**src/rtl/mpuReader_cfg.svh**
```systemverilog
// Motion sensor reader configuration
`ifndef MPU_READER_CFG_SVH
`define MPU_READER_CFG_SVH

////////////////////////////////////////
// bus timing, counts within one scl period
////////////////////////////////////////
`define MPU_SCL_DIV        40                         // sys clocks per scl bit, sim value
`define MPU_SCL_HIGH_END   (`MPU_SCL_DIV / 2 - 1)     // counts 0..19 keep scl high
`define MPU_SDA_SETUP      (`MPU_SCL_DIV * 3 / 4)     // data edge, middle of low half
`define MPU_SAMPLE_POINT   (`MPU_SCL_DIV / 4)         // middle of high half
`define MPU_START_POINT    6                          // sda falls here for start
`define MPU_STOP_POINT     14                         // sda rises here for stop

////////////////////////////////////////
// sensor map
////////////////////////////////////////
`define MPU_DEV_ADDR       7'h68                      // ad0 strapped low
`define MPU_REG_PWR        8'h6B                      // pwr_mgmt_1
`define MPU_REG_ACCEL      8'h3B                      // accel_xout_h, first of six
`define MPU_ACCEL_BYTES    6                          // x, y, z, high byte first

`endif

```
**src/rtl/mpuReader_pkg.sv**
```systemverilog
// Motion sensor reader types
`include "mpuReader_cfg.svh"

package mpuReader_pkg;

    typedef logic [6:0]                        i2cAddrT;   // 7-bit device address
    typedef logic [7:0]                        regAddrT;   // sensor register index
    typedef logic [7:0]                        dataByteT;
    typedef logic signed [15:0]                axisT;      // two's complement reading
    typedef logic [$clog2(`MPU_SCL_DIV)-1:0]  sclCountT;  // position inside a bit

    // one register transaction
    typedef struct packed {
        logic     read;      // 1 reads a byte, 0 writes wrData
        regAddrT  regAddr;
        dataByteT wrData;
    } i2cReqT;

    typedef struct packed {
        dataByteT rdData;    // valid for reads only
        logic     nack;      // some ack slot saw sda high
    } i2cRspT;

    typedef struct packed {
        axisT accX;
        axisT accY;
        axisT accZ;
        logic err;           // one of the six reads was nacked
    } accelSampleT;

    typedef enum logic [3:0] {
        idle, start, sendByte, ackRelease, ackSample,
        restart, readByte, masterNack, stop, done
    } masterStateT;

    typedef enum logic [2:0] {wakeReq, wakeWait, readReq, readWait, present} seqStateT;

endpackage

```
**src/rtl/i2cRegMaster.sv**
```systemverilog
// I2C register master
`include "mpuReader_cfg.svh"

module i2cRegMaster
(
    input  logic                  I_Clk_in,
    input  logic                  I_Rst_n,
    input  logic                  reqValid,
    output logic                  reqReady,
    input  mpuReader_pkg::i2cReqT req,
    output logic                  rspValid,
    output mpuReader_pkg::i2cRspT rsp,
    output logic                  scl,
    output logic                  sdaPullLow,    // 1 drives the line low
    input  logic                  sdaIn          // resolved line level
);

    localparam mpuReader_pkg::i2cAddrT devAddr = `MPU_DEV_ADDR;

    mpuReader_pkg::masterStateT state;
    mpuReader_pkg::sclCountT    sclCnt;         // position inside the current bit
    mpuReader_pkg::i2cReqT      reqLat;         // request copy, requester is free
    mpuReader_pkg::dataByteT    shiftReg;       // tx bits out msb first, rx bits in lsb
    logic [2:0]                 bitCnt;
    logic [1:0]                 byteNum;        // 0 addr+w, 1 reg, 2 data, 3 addr+r
    logic                       nackSeen;
    logic                       atSetup;
    logic                       atSample;
    logic                       atStart;
    logic                       atStop;

    ////////////////////////////////////////
    // scl divider
    ////////////////////////////////////////
    always_ff @(posedge I_Clk_in or negedge I_Rst_n)
    begin
        if (!I_Rst_n)
        begin
            sclCnt <= '0;
        end
        else if (state == mpuReader_pkg::idle || state == mpuReader_pkg::done)
        begin
            sclCnt <= '0;                                       // parked in high half
        end
        else if (sclCnt == mpuReader_pkg::sclCountT'(`MPU_SCL_DIV - 1))
        begin
            sclCnt <= '0;
        end
        else
        begin
            sclCnt <= sclCnt + mpuReader_pkg::sclCountT'(1);
        end
    end

    assign scl      = (sclCnt <= mpuReader_pkg::sclCountT'(`MPU_SCL_HIGH_END));
    assign atSetup  = (sclCnt == mpuReader_pkg::sclCountT'(`MPU_SDA_SETUP));
    assign atSample = (sclCnt == mpuReader_pkg::sclCountT'(`MPU_SAMPLE_POINT));
    assign atStart  = (sclCnt == mpuReader_pkg::sclCountT'(`MPU_START_POINT));
    assign atStop   = (sclCnt == mpuReader_pkg::sclCountT'(`MPU_STOP_POINT));

    // request capture
    always_ff @(posedge I_Clk_in)
    begin
        if (reqValid && reqReady)
        begin
            reqLat <= req;
        end
    end

    ////////////////////////////////////////
    // transaction FSM
    ////////////////////////////////////////
    always_ff @(posedge I_Clk_in or negedge I_Rst_n)
    begin
        if (!I_Rst_n)
        begin
            state      <= mpuReader_pkg::idle;
            shiftReg   <= '0;
            bitCnt     <= '0;
            byteNum    <= '0;
            nackSeen   <= 1'b0;
            sdaPullLow <= 1'b0;
        end
        else
        begin
            case (state)
                mpuReader_pkg::idle:
                begin
                    if (reqValid)                               // ready is high here
                    begin
                        nackSeen <= 1'b0;
                        bitCnt   <= '0;
                        byteNum  <= 2'd0;
                        state    <= mpuReader_pkg::start;
                    end
                end
                mpuReader_pkg::start:
                begin
                    if (atStart)
                    begin
                        sdaPullLow <= 1'b1;                     // start, sda falls under high scl
                        shiftReg   <= {devAddr, 1'b0};          // write direction first
                        state      <= mpuReader_pkg::sendByte;
                    end
                end
                mpuReader_pkg::sendByte:
                begin
                    if (atSetup)
                    begin
                        sdaPullLow <= ~shiftReg[7];             // open drain, 1 means release
                        shiftReg   <= {shiftReg[6:0], 1'b0};
                        bitCnt     <= bitCnt + 3'd1;            // wraps to 0 after bit 8
                        if (bitCnt == 3'd7)
                        begin
                            state <= mpuReader_pkg::ackRelease;
                        end
                    end
                end
                mpuReader_pkg::ackRelease:
                begin
                    if (atSetup)
                    begin
                        sdaPullLow <= 1'b0;                     // hand sda to the slave
                        state      <= mpuReader_pkg::ackSample;
                    end
                end
                mpuReader_pkg::ackSample:
                begin
                    if (atSample)
                    begin
                        if (sdaIn)
                        begin
                            nackSeen <= 1'b1;                   // abandon, close the bus
                            state    <= mpuReader_pkg::stop;
                        end
                        else
                        begin
                            case (byteNum)
                                2'd0:
                                begin
                                    shiftReg <= reqLat.regAddr;
                                    byteNum  <= 2'd1;
                                    state    <= mpuReader_pkg::sendByte;
                                end
                                2'd1:
                                begin
                                    if (reqLat.read)
                                    begin
                                        byteNum <= 2'd3;
                                        state   <= mpuReader_pkg::restart;
                                    end
                                    else
                                    begin
                                        shiftReg <= reqLat.wrData;
                                        byteNum  <= 2'd2;
                                        state    <= mpuReader_pkg::sendByte;
                                    end
                                end
                                2'd2:    state <= mpuReader_pkg::stop;     // write complete
                                default: state <= mpuReader_pkg::readByte; // addr+r acked
                            endcase
                        end
                    end
                end
                mpuReader_pkg::restart:
                begin
                    if (atSetup)
                    begin
                        sdaPullLow <= 1'b0;                     // sda high before scl rises
                    end
                    else if (atStart)
                    begin
                        sdaPullLow <= 1'b1;                     // repeated start
                        shiftReg   <= {devAddr, 1'b1};
                        state      <= mpuReader_pkg::sendByte;
                    end
                end
                mpuReader_pkg::readByte:
                begin
                    if (atSample)
                    begin
                        shiftReg <= {shiftReg[6:0], sdaIn};     // msb arrives first
                        bitCnt   <= bitCnt + 3'd1;
                        if (bitCnt == 3'd7)
                        begin
                            state <= mpuReader_pkg::masterNack;
                        end
                    end
                end
                mpuReader_pkg::masterNack:
                begin
                    if (atSetup)
                    begin
                        sdaPullLow <= 1'b0;                     // nack ends a single byte read
                        state      <= mpuReader_pkg::stop;
                    end
                end
                mpuReader_pkg::stop:
                begin
                    if (atSetup)
                    begin
                        sdaPullLow <= 1'b1;                     // low first, then rise under scl
                    end
                    else if (atStop && sdaPullLow)
                    begin
                        sdaPullLow <= 1'b0;
                        state      <= mpuReader_pkg::done;
                    end
                end
                mpuReader_pkg::done:
                begin
                    state <= mpuReader_pkg::idle;               // one cycle response strobe
                end
                default:
                begin
                    state <= mpuReader_pkg::idle;
                end
            endcase
        end
    end

    assign reqReady   = (state == mpuReader_pkg::idle);
    assign rspValid   = (state == mpuReader_pkg::done);
    assign rsp.rdData = shiftReg;
    assign rsp.nack   = nackSeen;

endmodule

```
**src/rtl/mpuReaderTop.sv**
```systemverilog
// Motion sensor reader top
module mpuReaderTop
(
    input  logic                       I_Clk_in,
    input  logic                       I_Rst_n,
    output logic                       scl,
    output logic                       sdaPullLow,    // pad forms the wired-and
    input  logic                       sdaIn,
    output logic                       sampleValid,
    input  logic                       sampleReady,
    output mpuReader_pkg::accelSampleT sample
);

    logic                  reqValid;
    logic                  reqReady;
    mpuReader_pkg::i2cReqT req;
    logic                  rspValid;       // strobe, always taken
    mpuReader_pkg::i2cRspT rsp;

    // wake and polling control
    mpuSampleSequencer seq0
    (
        .I_Clk_in    (I_Clk_in),
        .I_Rst_n     (I_Rst_n),
        .reqValid    (reqValid),
        .reqReady    (reqReady),
        .req         (req),
        .rspValid    (rspValid),
        .rsp         (rsp),
        .sampleValid (sampleValid),
        .sampleReady (sampleReady),
        .sample      (sample)
    );

    // byte level bus engine
    i2cRegMaster master0
    (
        .I_Clk_in   (I_Clk_in),
        .I_Rst_n    (I_Rst_n),
        .reqValid   (reqValid),
        .reqReady   (reqReady),
        .req        (req),
        .rspValid   (rspValid),
        .rsp        (rsp),
        .scl        (scl),
        .sdaPullLow (sdaPullLow),
        .sdaIn      (sdaIn)
    );

endmodule

```
**src/rtl/mpuSampleSequencer.sv**
```systemverilog
// Accelerometer sample sequencer
`include "mpuReader_cfg.svh"

module mpuSampleSequencer
(
    input  logic                       I_Clk_in,
    input  logic                       I_Rst_n,
    output logic                       reqValid,
    input  logic                       reqReady,
    output mpuReader_pkg::i2cReqT      req,
    input  logic                       rspValid,
    input  mpuReader_pkg::i2cRspT      rsp,
    output logic                       sampleValid,
    input  logic                       sampleReady,
    output mpuReader_pkg::accelSampleT sample
);

    mpuReader_pkg::seqStateT    state;
    mpuReader_pkg::accelSampleT sampleReg;
    logic [2:0]                 byteIdx;       // 0..5 from accel_xout_h
    logic                       isWake;

    ////////////////////////////////////////
    // request payload
    ////////////////////////////////////////
    assign isWake      = (state == mpuReader_pkg::wakeReq || state == mpuReader_pkg::wakeWait);
    assign req.read    = ~isWake;
    assign req.regAddr = isWake ? `MPU_REG_PWR
                                : mpuReader_pkg::regAddrT'(`MPU_REG_ACCEL + byteIdx);
    assign req.wrData  = mpuReader_pkg::dataByteT'(0);  // clears sleep, internal osc

    // sample assembly, big endian shift
    always_ff @(posedge I_Clk_in)
    begin
        if (state == mpuReader_pkg::readWait && rspValid)
        begin
            {sampleReg.accX, sampleReg.accY, sampleReg.accZ} <=
                {sampleReg.accX[7:0], sampleReg.accY, sampleReg.accZ, rsp.rdData};
            sampleReg.err <= (byteIdx == 3'd0) ? rsp.nack : (sampleReg.err | rsp.nack);
        end
    end

    ////////////////////////////////////////
    // sequencer FSM
    ////////////////////////////////////////
    always_ff @(posedge I_Clk_in or negedge I_Rst_n)
    begin
        if (!I_Rst_n)
        begin
            state    <= mpuReader_pkg::wakeReq;
            reqValid <= 1'b0;
            byteIdx  <= '0;
        end
        else
        begin
            case (state)
                mpuReader_pkg::wakeReq:
                begin
                    if (reqValid && reqReady)
                    begin
                        reqValid <= 1'b0;
                        state    <= mpuReader_pkg::wakeWait;
                    end
                    else
                    begin
                        reqValid <= 1'b1;                       // first cycle out of reset
                    end
                end
                mpuReader_pkg::wakeWait:
                begin
                    if (rspValid)
                    begin
                        reqValid <= 1'b1;                       // retry wake on nack
                        byteIdx  <= '0;
                        state    <= rsp.nack ? mpuReader_pkg::wakeReq : mpuReader_pkg::readReq;
                    end
                end
                mpuReader_pkg::readReq:
                begin
                    if (reqValid && reqReady)
                    begin
                        reqValid <= 1'b0;
                        state    <= mpuReader_pkg::readWait;
                    end
                end
                mpuReader_pkg::readWait:
                begin
                    if (rspValid)
                    begin
                        if (byteIdx == 3'(`MPU_ACCEL_BYTES - 1))
                        begin
                            state <= mpuReader_pkg::present;    // nack only marks err
                        end
                        else
                        begin
                            byteIdx  <= byteIdx + 3'd1;
                            reqValid <= 1'b1;
                            state    <= mpuReader_pkg::readReq;
                        end
                    end
                end
                mpuReader_pkg::present:
                begin
                    if (sampleReady)                            // no bus traffic until taken
                    begin
                        byteIdx  <= '0;
                        reqValid <= 1'b1;
                        state    <= mpuReader_pkg::readReq;
                    end
                end
                default:
                begin
                    state <= mpuReader_pkg::wakeReq;
                end
            endcase
        end
    end

    assign sampleValid = (state == mpuReader_pkg::present);
    assign sample      = sampleReg;

endmodule
```
**config.mk**
```make
export PLATFORM = sky130hd
export DESIGN_NAME = mpuReaderTop
export DESIGN_NICKNAME = d
export VERILOG_FILES = /design/src/rtl/mpuReader_pkg.sv /design/src/rtl/i2cRegMaster.sv /design/src/rtl/mpuReaderTop.sv /design/src/rtl/mpuSampleSequencer.sv
export VERILOG_INCLUDE_DIRS = /design/src /design/src/rtl
export SDC_FILE = /design/constraint.sdc
export NUM_CORES = 1
export LEC_CHECK = 0
export BUFFER_PORTS_ARGS = -buffer_cell sky130_fd_sc_hd__buf_4
export CELL_PAD_IN_SITES_DETAIL_PLACEMENT = 1
export CELL_PAD_IN_SITES_GLOBAL_PLACEMENT = 1
export CORE_UTILIZATION = 49
export CTS_CLUSTER_SIZE = 25
export DETAILED_ROUTE_END_ITERATION = 7
export PLACE_DENSITY_LB_ADDON = 0.1
export SLEW_MARGIN = 20
export SYNTH_ARGS = -nofsm -noshare
export SYNTH_HDL_FRONTEND = slang
export SYNTH_SLANG_ARGS = --single-unit
export TNS_END_PERCENT = 30
```
**constraint.sdc**
```tcl
create_clock -name I_Clk_in -period 8.3 [get_ports I_Clk_in]
set_input_delay 1.245 -clock I_Clk_in [delete_from_list [all_inputs] [get_ports I_Clk_in]]
set_output_delay 1.245 -clock I_Clk_in [all_outputs]
set_load 0.02 [all_outputs]
```
* Word-level counts from Yosys, hierarchy flattened
Index checks and enable logic that the tools add are counted.
** Word-level totals
- Register bits :: 90
- Bits in latches :: 0
- Bits in writable memories :: 0
- Bits in read-only memories :: 0
- Output and inout bits :: 52
- Memories :: 0
** Cells by class
- Add/subtract/negate cells :: 4
- Multiply operators :: 0
- Divide/modulo/power cells :: 0
- Magnitude comparators :: 1
- Equal/unequal tests :: 47
- Shifts and indexed selects :: 0
- Multiplexer cells :: 70
- Bitwise gates (word level) :: 3
- Reduce and logical (&&, ||, !) cells :: 25
** Operators with widths (number)
- $mux 8 :: 8
- $mux 4 :: 13
- $mux 3 :: 14
- $pmux 8 s5 :: 1
- $pmux 4 s9 :: 1
- $ne 2x1->1 const B :: 16
- $pmux 3 s3 :: 2
- $mux 1 :: 17
- $eq 4x3->1 const B :: 4
- $pmux 8 s2 :: 1
- $pmux 3 s5 :: 1
- $reduce_and 5->1 :: 3
- $reduce_bool 5->1 :: 3
- $eq 6x4->1 const B :: 2
- $mux 6 :: 2
- $ne 2x2->1 const B :: 6
- $pmux 4 s3 :: 1
- $reduce_and 4->1 :: 3
- $reduce_and 11->1 :: 1
- $pmux 1 s5 :: 2
- $reduce_and 10->1 :: 1
- $eq 3x3->1 const B :: 3
- $eq 4x2->1 const B :: 2
- $eq 4x4->1 const B :: 2
- 29 further kinds :: 41

* Depth between registers and ports, before layout
Gate-level depths: netlist (run 1).
- Word-level depth :: 5
- Gate-level depth with buffers :: 8
- Mapped depth without buffers :: 7

* Hierarchy
From an unflattened synthesis (run 1), not the netlist that was laid out.
** Second synthesis, totals
- Cells, all modules :: 347
- Area total of the unflattened synthesis :: 4498.1 um^2
** Modules (own cells, without submodules)
- i2cRegMaster :: times used 1, cells each 222, area an instance 2357.3 um^2, seq. area each 1136.1 um^2
- mpuSampleSequencer :: times used 1, cells each 125, area an instance 2140.8 um^2, seq. area each 1646.6 um^2

* Worst setup path before layout (run 1)
OpenSTA, ideal clock, no wires.
- Path kind :: register to register
- From :: register master0.state[3]
- To :: register seq0.sampleReg, in the netlist seq0.sample[0] (enable)
- Data arrival time :: 2354 ps
- Path slack :: 5534 ps
- Stages on the path, launching flop included :: 4
- Path buffers :: 1
- Clock period less this slack :: 2766 ps
- Cell sequence :: dfrtp_1 > clkbuf_1 > nor4bb_1 > and3_1
** On the way
- Longest elaborated chain between the ends :: 2
** RTL lines
- start: declaration :: line i2cRegMaster.sv:20 : mpuReader_pkg::masterStateT state;
- start signal: assignment :: line i2cRegMaster.sv:77 : state <= mpuReader_pkg::idle;
- start signal: assignment :: line i2cRegMaster.sv:94 : state <= mpuReader_pkg::start;
- start signal: assignment :: line i2cRegMaster.sv:103 : state <= mpuReader_pkg::sendByte;
- $eq 4x4->1 :: line i2cRegMaster.sv:223 : assign rspValid = (state == mpuReader_pkg::done);
- $logic_and 1x1->1 :: line mpuSampleSequencer.sv:35 : if (state == mpuReader_pkg::readWait && rspValid)
- end: declaration :: line mpuSampleSequencer.sv:19 : mpuReader_pkg::accelSampleT sampleReg;
Every way passes these cells.
A chain may end at the register's enable or synchronous reset.

* Worst setup path in the final report (run 1)
- From :: register seq0.state[1]
- To :: output sampleValid
** On the way
- Longest elaborated chain between the ends :: 1
** RTL lines
- start: declaration :: line mpuSampleSequencer.sv:18 : mpuReader_pkg::seqStateT state;
- start signal: assignment :: line mpuSampleSequencer.sv:50 : state <= mpuReader_pkg::wakeReq;
- start signal: assignment :: line mpuSampleSequencer.sv:62 : state <= mpuReader_pkg::wakeWait;
- start signal: assignment :: line mpuSampleSequencer.sv:75 : state <= rsp.nack ? mpuReader_pkg::wakeReq : mpuReader_pkg::readReq;
- $eq 3x3->1 :: line mpuSampleSequencer.sv:119 : assign sampleValid = (state == mpuReader_pkg::present);
- end: declaration :: line mpuReaderTop.sv:9 : output logic sampleValid,
Every way passes these cells.

==> impl_metrics.csv, run 1 <==
group,metric,value,unit
outcome,status,"complete, no violations",
grt,grt_overflow,0,
routing,first_iter_violations,123,
critical_path,worstSetupEndpointType,"primary output",
critical_path,path_cells,"nor3b_1, buf_4",
clock_network,postCtsSetupBuffers,0,
floorplanning,ios,56,
clock_network,cts_sinks,88,
critical_path,slowest_stage,"dfrtp_1",
routing,wire_per_inst,18.2,um
clock_network,ctsResizeCount,0,
timing,max_freq,377,MHz
timing,fin_crit,2650,ps
floorplanning,die-area,8210,um^2
layout,drive_above_1_share,25.9,%
grt,grt_max_degree,50,
routing,ant_nets,0,
worst_hold_path,hold_depth,0,
critical_path,path_depth,2,
critical_path,crit_buf_inv,1,
clock_network,insertion_delay,350,ps
critical_path,rr_worst_depth,3,
routing,drt-total-wl,8230,um
power,p_total,729,uW
floorplanning,chipWidth,90.6,um
timing,slew_viol_final,0,
routing,dr.pass1.iters,4,
timing,tns,0,ps
floorplanning,rows,31,
clock_network,cts_buffer_depth,2,
place,post_dp_cell_area,4320,um^2
critical_path,required,7050,ps
synth,synth-edff-count,56,
synth,synthCells,295,
critical_path,path_delay_family,"flip-flops",
place,gp_congestion,0.823,
worst_hold_path,hold_class,"reg -> reg",
layout,mostFrequentLayoutCell,"edfxtp_1",
grt,grt_pass1_wl,14000,um
power,p_per_area,162,nW/um^2
synth,synth_nets,308,
timing,min_period_over_period,32.0,%
synth,synth_ff_type,"edfxtp_1",
synth,syn_area,3850,um^2
timing,finalHoldViolCount,0,
timing,worstMarginPinSlew,702,ps
power,p_leak,0.00166,uW
layout,area_growth,17.2,%
clock_network,htree_num_levels,3,
routing,route.detailed.drc,0,
layout,utilization,60.9,%
critical_path,start_kind,"flip-flop",
timing,max_slew_margin,52.6,%
layout,nets,360,
grt,grt_antenna_before_repair,0,
critical_path,cpPeakStageDelay,500,ps
place,dp.cells,434,
synth,ys_types,55,
run,maxCapViolCount,0,
routing,vias_per_cell,5.55,
floorplanning,die_y,90.6,um
grt,grt_usage,22.1,%
synth,avgSynthCellArea,13.0,um^2
critical_path,path_class,"reg -> out",
timing,finalClockSkew,8.06,ps
timing,final-setup-viol-count,0,
clock_network,cts_tree,"yes",
synth,ys_warn_count,0,
place,port_buffers,55,
place,dp_hpwl,5890,um
floorplanning,start_util,51.9,%
layout,design_area,4510,um^2
layout,fillers,751,
synth,ys_ff_latch,88,
layout,final_cell_mix,"56 x edfxtp_1, 55 x buf_4, 32 x dfrtp_1",
routing,vias,2504,
clock_network,cts_root_buffer,"clkbuf_8",
floorplanning,coreArea,7410,um^2
clock_network,hold_buffers,0,
grt,grt_pass1_vias,2596,
clock_network,path_clk_slew,90,ps
power,ir_worst_vdd,0.0000975,V
clock_network,cts_buffers,9,
layout,n_antenna_cell,0,
timing,rsz0062_at_grt,"false",
synth,async_flop_share,36.4,%
critical_path,crit_arrival,1410,ps
critical_path,cp_max_fo,10,
synth,ys_seq_area_share,64.5,%
layout,layoutNonFillerInstCount,451,
-- sequential cells by signal (all words and copies together) (netlist names) --
name                flops
master0.bitCnt          3
master0.byteNum         2
master0.nackSeen        1
master0.reqLat          7
master0.sclCnt          6
master0.sdaPullLow      1
master0.shiftReg        8
master0.state           4
seq0.byteIdx            3
seq0.reqValid           1
seq0.sample            49
seq0.state              3
-- kinds of logic (layout without fill, tap and decap cells) --
family / after synthesis / in the layout / synth area share, %
xor gates and xnor gates: 5 / 5 / 1.14
adders and majority gates: 9 / 9 / 2.93
buffers and inverters: 30 / 87 / 3.22
AOI/OAI and AO/OA: 60 / 60 / 11.5
DFF: 88 / 88 / 64.5
and+or+nand+nor: 87 / 87 / 12.1
muxes: 16 / 16 / 4.52
-- power breakdown --
part           internal (uW)  switching, uW  total (uW)
logic                   1.12           4.20        5.32
registers                461              0         461
clock network            109            153         262
total                    572            157         729
-- path summary, 6_finish.rpt --
kind | start | end | slack [ps]
hold / removal | seq0.sample[13]$_DFFE_PP_ | seq0.sample[21]$_DFFE_PP_ | 460
setup / recovery | seq0.state[1]$_DFFE_PN0P_ | sampleValid | 5650
min in group asynchronous | I_Rst_n | master0.sclCnt[2]$_DFF_PN0_ | 840
hold reg to reg | seq0.sample[13]$_DFFE_PP_ | seq0.sample[21]$_DFFE_PP_ | 460
max in group asynchronous | I_Rst_n | master0.nackSeen$_DFFE_PN0P_ | 7120
setup reg to reg | master0.state[3]$_DFFE_PN0P_ | seq0.sample[31]$_DFFE_PP_ | 5680
-- Yosys cell counts, drive strengths merged, types with 2 or more instances --
| library cell | n | share of area (%) |
|---|---|---|
| a211oi | 3 | 0.59 |
| a21boi | 3 | 0.59 |
| a21oi | 12 | 1.6 |
| a221o | 2 | 0.52 |
| a22o | 5 | 1.1 |
| a31oi | 5 | 0.81 |
| and3 | 2 | 0.33 |
| buf | 7 | 0.98 |
| clkbuf | 8 | 0.78 |
| dfrtp | 32 | 21 |
| edfxtp | 56 | 44 |
| ha | 9 | 2.9 |
| inv | 15 | 1.5 |
| mux2 | 11 | 3.2 |
| mux2i | 5 | 1.3 |
| nand2 | 18 | 1.8 |
| nand2b | 8 | 1.3 |
| nand3 | 6 | 0.78 |
| nand3b | 3 | 0.91 |
| nand4 | 3 | 0.49 |
| nor2 | 21 | 2.0 |
| nor2b | 8 | 1.3 |
| nor3 | 5 | 0.65 |
| nor3b | 2 | 0.39 |
| nor4 | 2 | 0.33 |
| o211ai | 3 | 0.94 |
| o21ai | 10 | 1.3 |
| o2bb2ai | 3 | 0.68 |
| or2 | 3 | 0.49 |
| xnor2 | 2 | 0.46 |
| xor2 | 3 | 0.68 |
-- layout make-up --
class	instances	area, um^2	share of cell area (%)
Clock inverter	6	43.8	0.971
Multi-Input combinational cell	177	1240	27.6
Sequential cell	88	2480	55.0
Tap cell	99	124	2.75
Clock buffer	10	128	2.83
Inverter	15	56.3	1.25
Timing Repair Buffer	56	433	9.60
-- stage by stage --
| stage | setup slack [ps] | hold WS [ps] |
|---|---|---|
| global route | 5560 | 463 |
| CTS | 5380 | 456 |
| detailed placement | 5400 | 434 |
| finish | 5650 | 456 |
| global placement | 5510 | 431 |
| floorplan | 5530 | 441 |
-- metal layers --
| layer | track usage (%) | share of wire [%] | routed length [um] | vias to the layer above |
|---|---|---|---|---|
| li1 | - | - | - | 1193 |
| met1 | 27.5 | 43 | 3570 | 1239 |
| met2 | 37.9 | 51 | 4210 | 61 |
| met3 | 4.71 | 3.8 | 310 | 11 |
| met4 | 7.93 | 1.7 | 139 | 0 |
| met5 | 0 | 0 | 0 | - |
Note: power is estimated with default switching activity, not from simulation.
==> inputs of run 2 (changes only) <==
Settings changed: CORE_UTILIZATION 49 to 41.
Clock period 8.3 ns to 2.4 ns, I/O delays scaled along.
==> impl_metrics.csv, run 2 (synthesized netlist as in run 1, its figures left out) <==
group,metric,value,unit
layout,design_area,4690,um^2
timing,rsz0062_at_grt,"false",
clock_network,cts_root_buffer,"clkbuf_8",
run,maxCapViolCount,0,
floorplanning,rows,34,
layout,n_antenna_cell,0,
critical_path,r2r-end,"master0.state[1]$_DFFE_PN0P_",
clock_network,cts_tree,"yes",
timing,slew_viol_final,0,
clock_network,cts_buffers,9,
outcome,status,"complete, no violations",
floorplanning,start_util,43.3,%
clock_network,htree_num_levels,3,
critical_path,reg2reg_from,"master0.sclCnt[0]$_DFF_PN0_",
routing,vias_per_cell,5.43,
timing,min_period_over_period,94.9,%
routing,wl_met1,3710,um
routing,first_iter_violations,97,
floorplanning,chipWidth,98.9,um
layout,largest_reg_flops,49,
place,port_buffers,55,
critical_path,rr_worst_depth,7,
floorplanning,die-area,9780,um^2
clock_network,postCtsSetupBuffers,0,
routing,highest_layer,"met4",
layout,mostFrequentLayoutCell,"buf_4",
worst_hold_path,hold_class,"in -> reg",
timing,finalClockSkew,11.5,ps
clock_network,cts_sinks,88,
grt,grt_pass1_wl,13800,um
clock_network,insertion_delay,350,ps
layout,final_cell_mix,"67 x buf_4, 56 x edfxtp_1, 32 x dfrtp_1",
timing,tns,0,ps
timing,max_freq,439,MHz
critical_path,ff2ff_setup_slack,120,ps
grt,grt_overflow,0,
routing,wire_per_inst,17.5,um
timing,worstMarginPinSlew,539,ps
critical_path,crit_arrival,2510,ps
floorplanning,coreArea,8890,um^2
power,ir_worst_vdd,0.000348,V
critical_path,cp-startpoint,"master0.sclCnt[0]$_DFF_PN0_",
floorplanning,die_y,98.9,um
clock_network,path_clk_slew,90,ps
routing,ant_nets,0,
timing,fin_crit,2280,ps
grt,grt_antenna_before_repair,0,
routing,drt-total-wl,8290,um
routing,wl_met2,4100,um
critical_path,cp_max_fo,6,
grt,grt_max_degree,50,
routing,dr.pass1.iters,4,
clock_network,cts_buffer_depth,2,
timing,max_slew_margin,63.8,%
place,post_dp_cell_area,4440,um^2
layout,area_growth,21.9,%
grt,grt_pass1_vias,2671,
power,p_leak,0.00177,uW
critical_path,start_kind,"flip-flop",
routing,vias,2569,
floorplanning,ios,56,
critical_path,worstSetupEndpointType,"flip-flop",
critical_path,path_class,"reg -> reg",
layout,nets,373,
routing,routed-wl-met3,349,um
place,gp_congestion,0.867,
grt,grt_usage,18.3,%
layout,drive_above_1_share,28.8,%
routing,route.detailed.drc,0,
timing,final-setup-viol-count,0,
critical_path,required,2640,ps
critical_path,crit_end,"master0.state[1]$_DFFE_PN0P_",
power,p_per_area,588,nW/um^2
timing,finalHoldViolCount,0,
place,dp_hpwl,6130,um
run 2: area by class of cell:
cell class	count	area [um^2]
Fill cell	951	4200
Sequential cell	88	2480
Multi-Input combinational cell	177	1260
Timing Repair Buffer	69	533
Tap cell	108	135
Clock buffer	9	124
Clock inverter	7	101
Inverter	15	56.3
run 2: worst max-delay path, cell delays in order (launching register included):
cell	delay [ps]
dfrtp_1	420
inv_1	70
ha_1	230
nand3b_4	120
or3_4	390
a221oi_4	300
o211a_1	290
mux2_2	360
run 2: worst min-delay path by stage:
stage / cells after the start / endpoint / start / slack (ps)
2_1_floorplan: 0 / master0.bitCnt[0]$_DFFE_PN0P_ / I_Rst_n / 60
3_3_place_gp: 1 / master0.sclCnt[4]$_DFF_PN0_ / I_Rst_n / 340
3_5_place_dp: 1 / master0.sclCnt[4]$_DFF_PN0_ / I_Rst_n / 340
4_1_cts: 3 / seq0.state[1]$_DFFE_PN0P_ / sampleReady / 240
5_1_grt: 3 / seq0.state[1]$_DFFE_PN0P_ / sampleReady / 270
6_report: 3 / seq0.state[1]$_DFFE_PN0P_ / sampleReady / 250
run 2: stage by stage:
stage	utilization, %	setup slack (ps)	hold slack, ps	total power [uW]	instances
5_1_grt	52.8	12.8	275	2860	473
3_3_place_gp	49.9	107	336	1650	456
4_1_cts	52.7	22.8	240	2790	473
6_report	52.8	123	250	2760	473
3_5_place_dp	49.9	8.96	343	1650	456
2_1_floorplan	-	154	64.4	1630	295
run 2: repair_timing:
item,CTS,global route
resized for setup,1,1
hold endpoints to repair,32,0
pin swaps,0,2
endpoints found under the setup margin,1,8
hold buffers,1,0
run 2: power breakdown:
part           internal, uW  total, uW  switching [uW]
Combinational          4.94       19.0            14.1
Clock                   600       1140             542
Sequential             1600       1600               0
run 2: routing by layer:
| metal | GRT usage [%] | vias up |
|---|---|---|
| met1 | 23.3 | 1283 |
| met2 | 30.3 | 55 |
| met3 | 4.04 | 13 |
| li1 | - | 1218 |
| met4 | 7.12 | 0 |
| met5 | 0 | - |
==> inputs of run 3 (changes only) <==
Settings changed: CELL_PAD_IN_SITES_DETAIL_PLACEMENT 1 to unset, CELL_PAD_IN_SITES_GLOBAL_PLACEMENT 1 to unset, CORE_UTILIZATION 41 to 51, PLACE_DENSITY set to 0.75, PLACE_DENSITY_LB_ADDON 0.1 to unset, RECOVER_POWER set to 50.
==> impl_metrics.csv, run 3 (synthesized netlist as in run 1, its figures left out) <==
group,metric,value,unit
outcome,status,"complete, no violations",
floorplanning,die_y,88.9,um
layout,area_growth,18.3,%
timing,slew_viol_final,0,
timing,max_slew_margin,43.8,%
timing,tns,0,ps
layout,mostFrequentLayoutCell,"edfxtp_1",
layout,nets,373,
clock_network,cts_tree,"yes",
routing,vias,2516,
layout,utilization,62.7,%
critical_path,start_kind,"flip-flop",
critical_path,cp_max_fo,8,
grt,grt_pass1_wl,11200,um
layout,final_cell_mix,"56 x edfxtp_1, 38 x buf_4, 32 x dfrtp_1",
routing,route.detailed.drc,0,
layout,drive_above_1_share,21.6,%
grt,grt_overflow,0,
timing,worstMarginPinSlew,843,ps
layout,n_antenna_cell,0,
timing,finalHoldViolCount,0,
clock_network,cts_buffers,9,
clock_network,postCtsSetupBuffers,0,
grt,grt_max_degree,33,
power,ir_worst_vdd,0.000310,V
worst_hold_path,hold_class,"in -> reg",
routing,wire_per_inst,14.8,um
critical_path,crit_arrival,2510,ps
grt,grt_antenna_before_repair,0,
layout,final-seq-area,2480,um^2
clock_network,cts_root_buffer,"clkbuf_8",
routing,vias_per_cell,5.42,
clock_network,path_clk_slew,90,ps
run,maxCapViolCount,0,
critical_path,required,2650,ps
timing,fin_crit,2270,ps
grt,grt_pass1_vias,2321,
routing,dr.pass1.iters,4,
clock_network,htree_num_levels,3,
critical_path,worstSetupEndpointType,"flip-flop",
layout,multi_input_area,1270,um^2
floorplanning,coreArea,7250,um^2
place,gp_congestion,0.914,
timing,min_period_over_period,94.5,%
clock_network,cts_buffer_depth,2,
routing,first_iter_violations,88,
floorplanning,ios,56,
floorplanning,rows,31,
floorplanning,start_util,53.0,%
clock_network,insertion_delay,360,ps
critical_path,path_class,"reg -> reg",
power,p_leak,0.00166,uW
grt,grt_usage,18.8,%
layout,fillers,599,
place,port_buffers,55,
clock_network,cts_sinks,88,
power,p_per_area,570,nW/um^2
timing,finalClockSkew,6.36,ps
layout,largest_reg_flops,49,
routing,drt-total-wl,6890,um
place,dp_hpwl,4830,um
timing,max_freq,441,MHz
floorplanning,die-area,7900,um^2
timing,final-setup-viol-count,0,
routing,ant_nets,0,
floorplanning,chipWidth,88.9,um
[run 3: changes by cell type in the layout (fill, tap and decap cells not counted)]
cell,change
buf_4,-29
bufinv_16,-2
clkbuf_1,+28
clkbuf_2,+1
clkinv_1,-1
clkinv_8,+1
clkinvlp_4,+1
inv_8,+1
o211a_1,-1
o211a_4,+1
[run 3: through the flow]
stage | power (uW) | worst slack [ps] | std cells | instance area [um^2] | hold WS [ps]
after detailed placement | 1650 | 8.55 | 447 | 4430 | 336
after floorplan | 1630 | 154 | 295 | 3850 | 64.4
final | 2590 | 133 | 464 | 4550 | 237
after global routing | 2680 | -15.1 | 464 | 4550 | 259
after global placement | 1650 | 122 | 447 | 4430 | 329
after CTS | 2620 | 21.3 | 464 | 4650 | 235
[run 3: layout make-up]
type	instances	share of cell area, %
clock buffer	9	2.72
clock inverter	7	1.59
inverter	15	1.24
multi-input combinational	177	27.8
sequential	88	54.6
tap	99	2.72
timing repair buffer	69	9.35
[run 3: routing by layer]
layer	GRT usage, %	part of all wire (%)	vias to the layer above
met5	0	0	-
met4	7.04	1.1	0
met3	5.32	6.2	6
met2	30.3	49	70
met1	24.5	44	1220
li1	-	-	1220
[run 3: path summary, 6_finish.rpt]
kind / slack (ps) / from / to / cells past startpoint
setup / recovery: 130 / master0.sclCnt[0]$_DFF_PN0_ / master0.shiftReg[4]$_DFFE_PN0P_ / 8
hold reg to reg: 450 / seq0.sample[2]$_DFFE_PP_ / seq0.sample[10]$_DFFE_PP_ / 0
max in group asynchronous: 1240 / I_Rst_n / master0.shiftReg[7]$_DFFE_PN0P_ / 2
hold / removal: 240 / sampleReady / seq0.state[1]$_DFFE_PN0P_ / 3
setup reg to reg: 130 / master0.sclCnt[0]$_DFF_PN0_ / master0.shiftReg[4]$_DFFE_PN0P_ / 8
min in group asynchronous: 630 / I_Rst_n / master0.bitCnt[0]$_DFFE_PN0P_ / 2
[run 3: what timing repair did]
item / 4_1_cts / 5_1_grt
gates resized for setup: 1 / 2
hold buffers: 1 / 0
hold endpoints to repair: 32 / 0
setup endpoints to repair: 2 / 3
[run 3: power breakdown]
part | switching, uW | internal, uW
Clock | 572 | 408
Sequential | 0 | 1600
Combinational | 13.9 | 4.37
[run 3: critical path, stage by stage, from the launching register on]
cell and delay [ps]:
dfrtp_1 420, inv_1 70, ha_1 210, nand3b_4 110, or3_4 400, a32oi_1 310
buf_4 180, o211ai_4 130, mux2_2 320
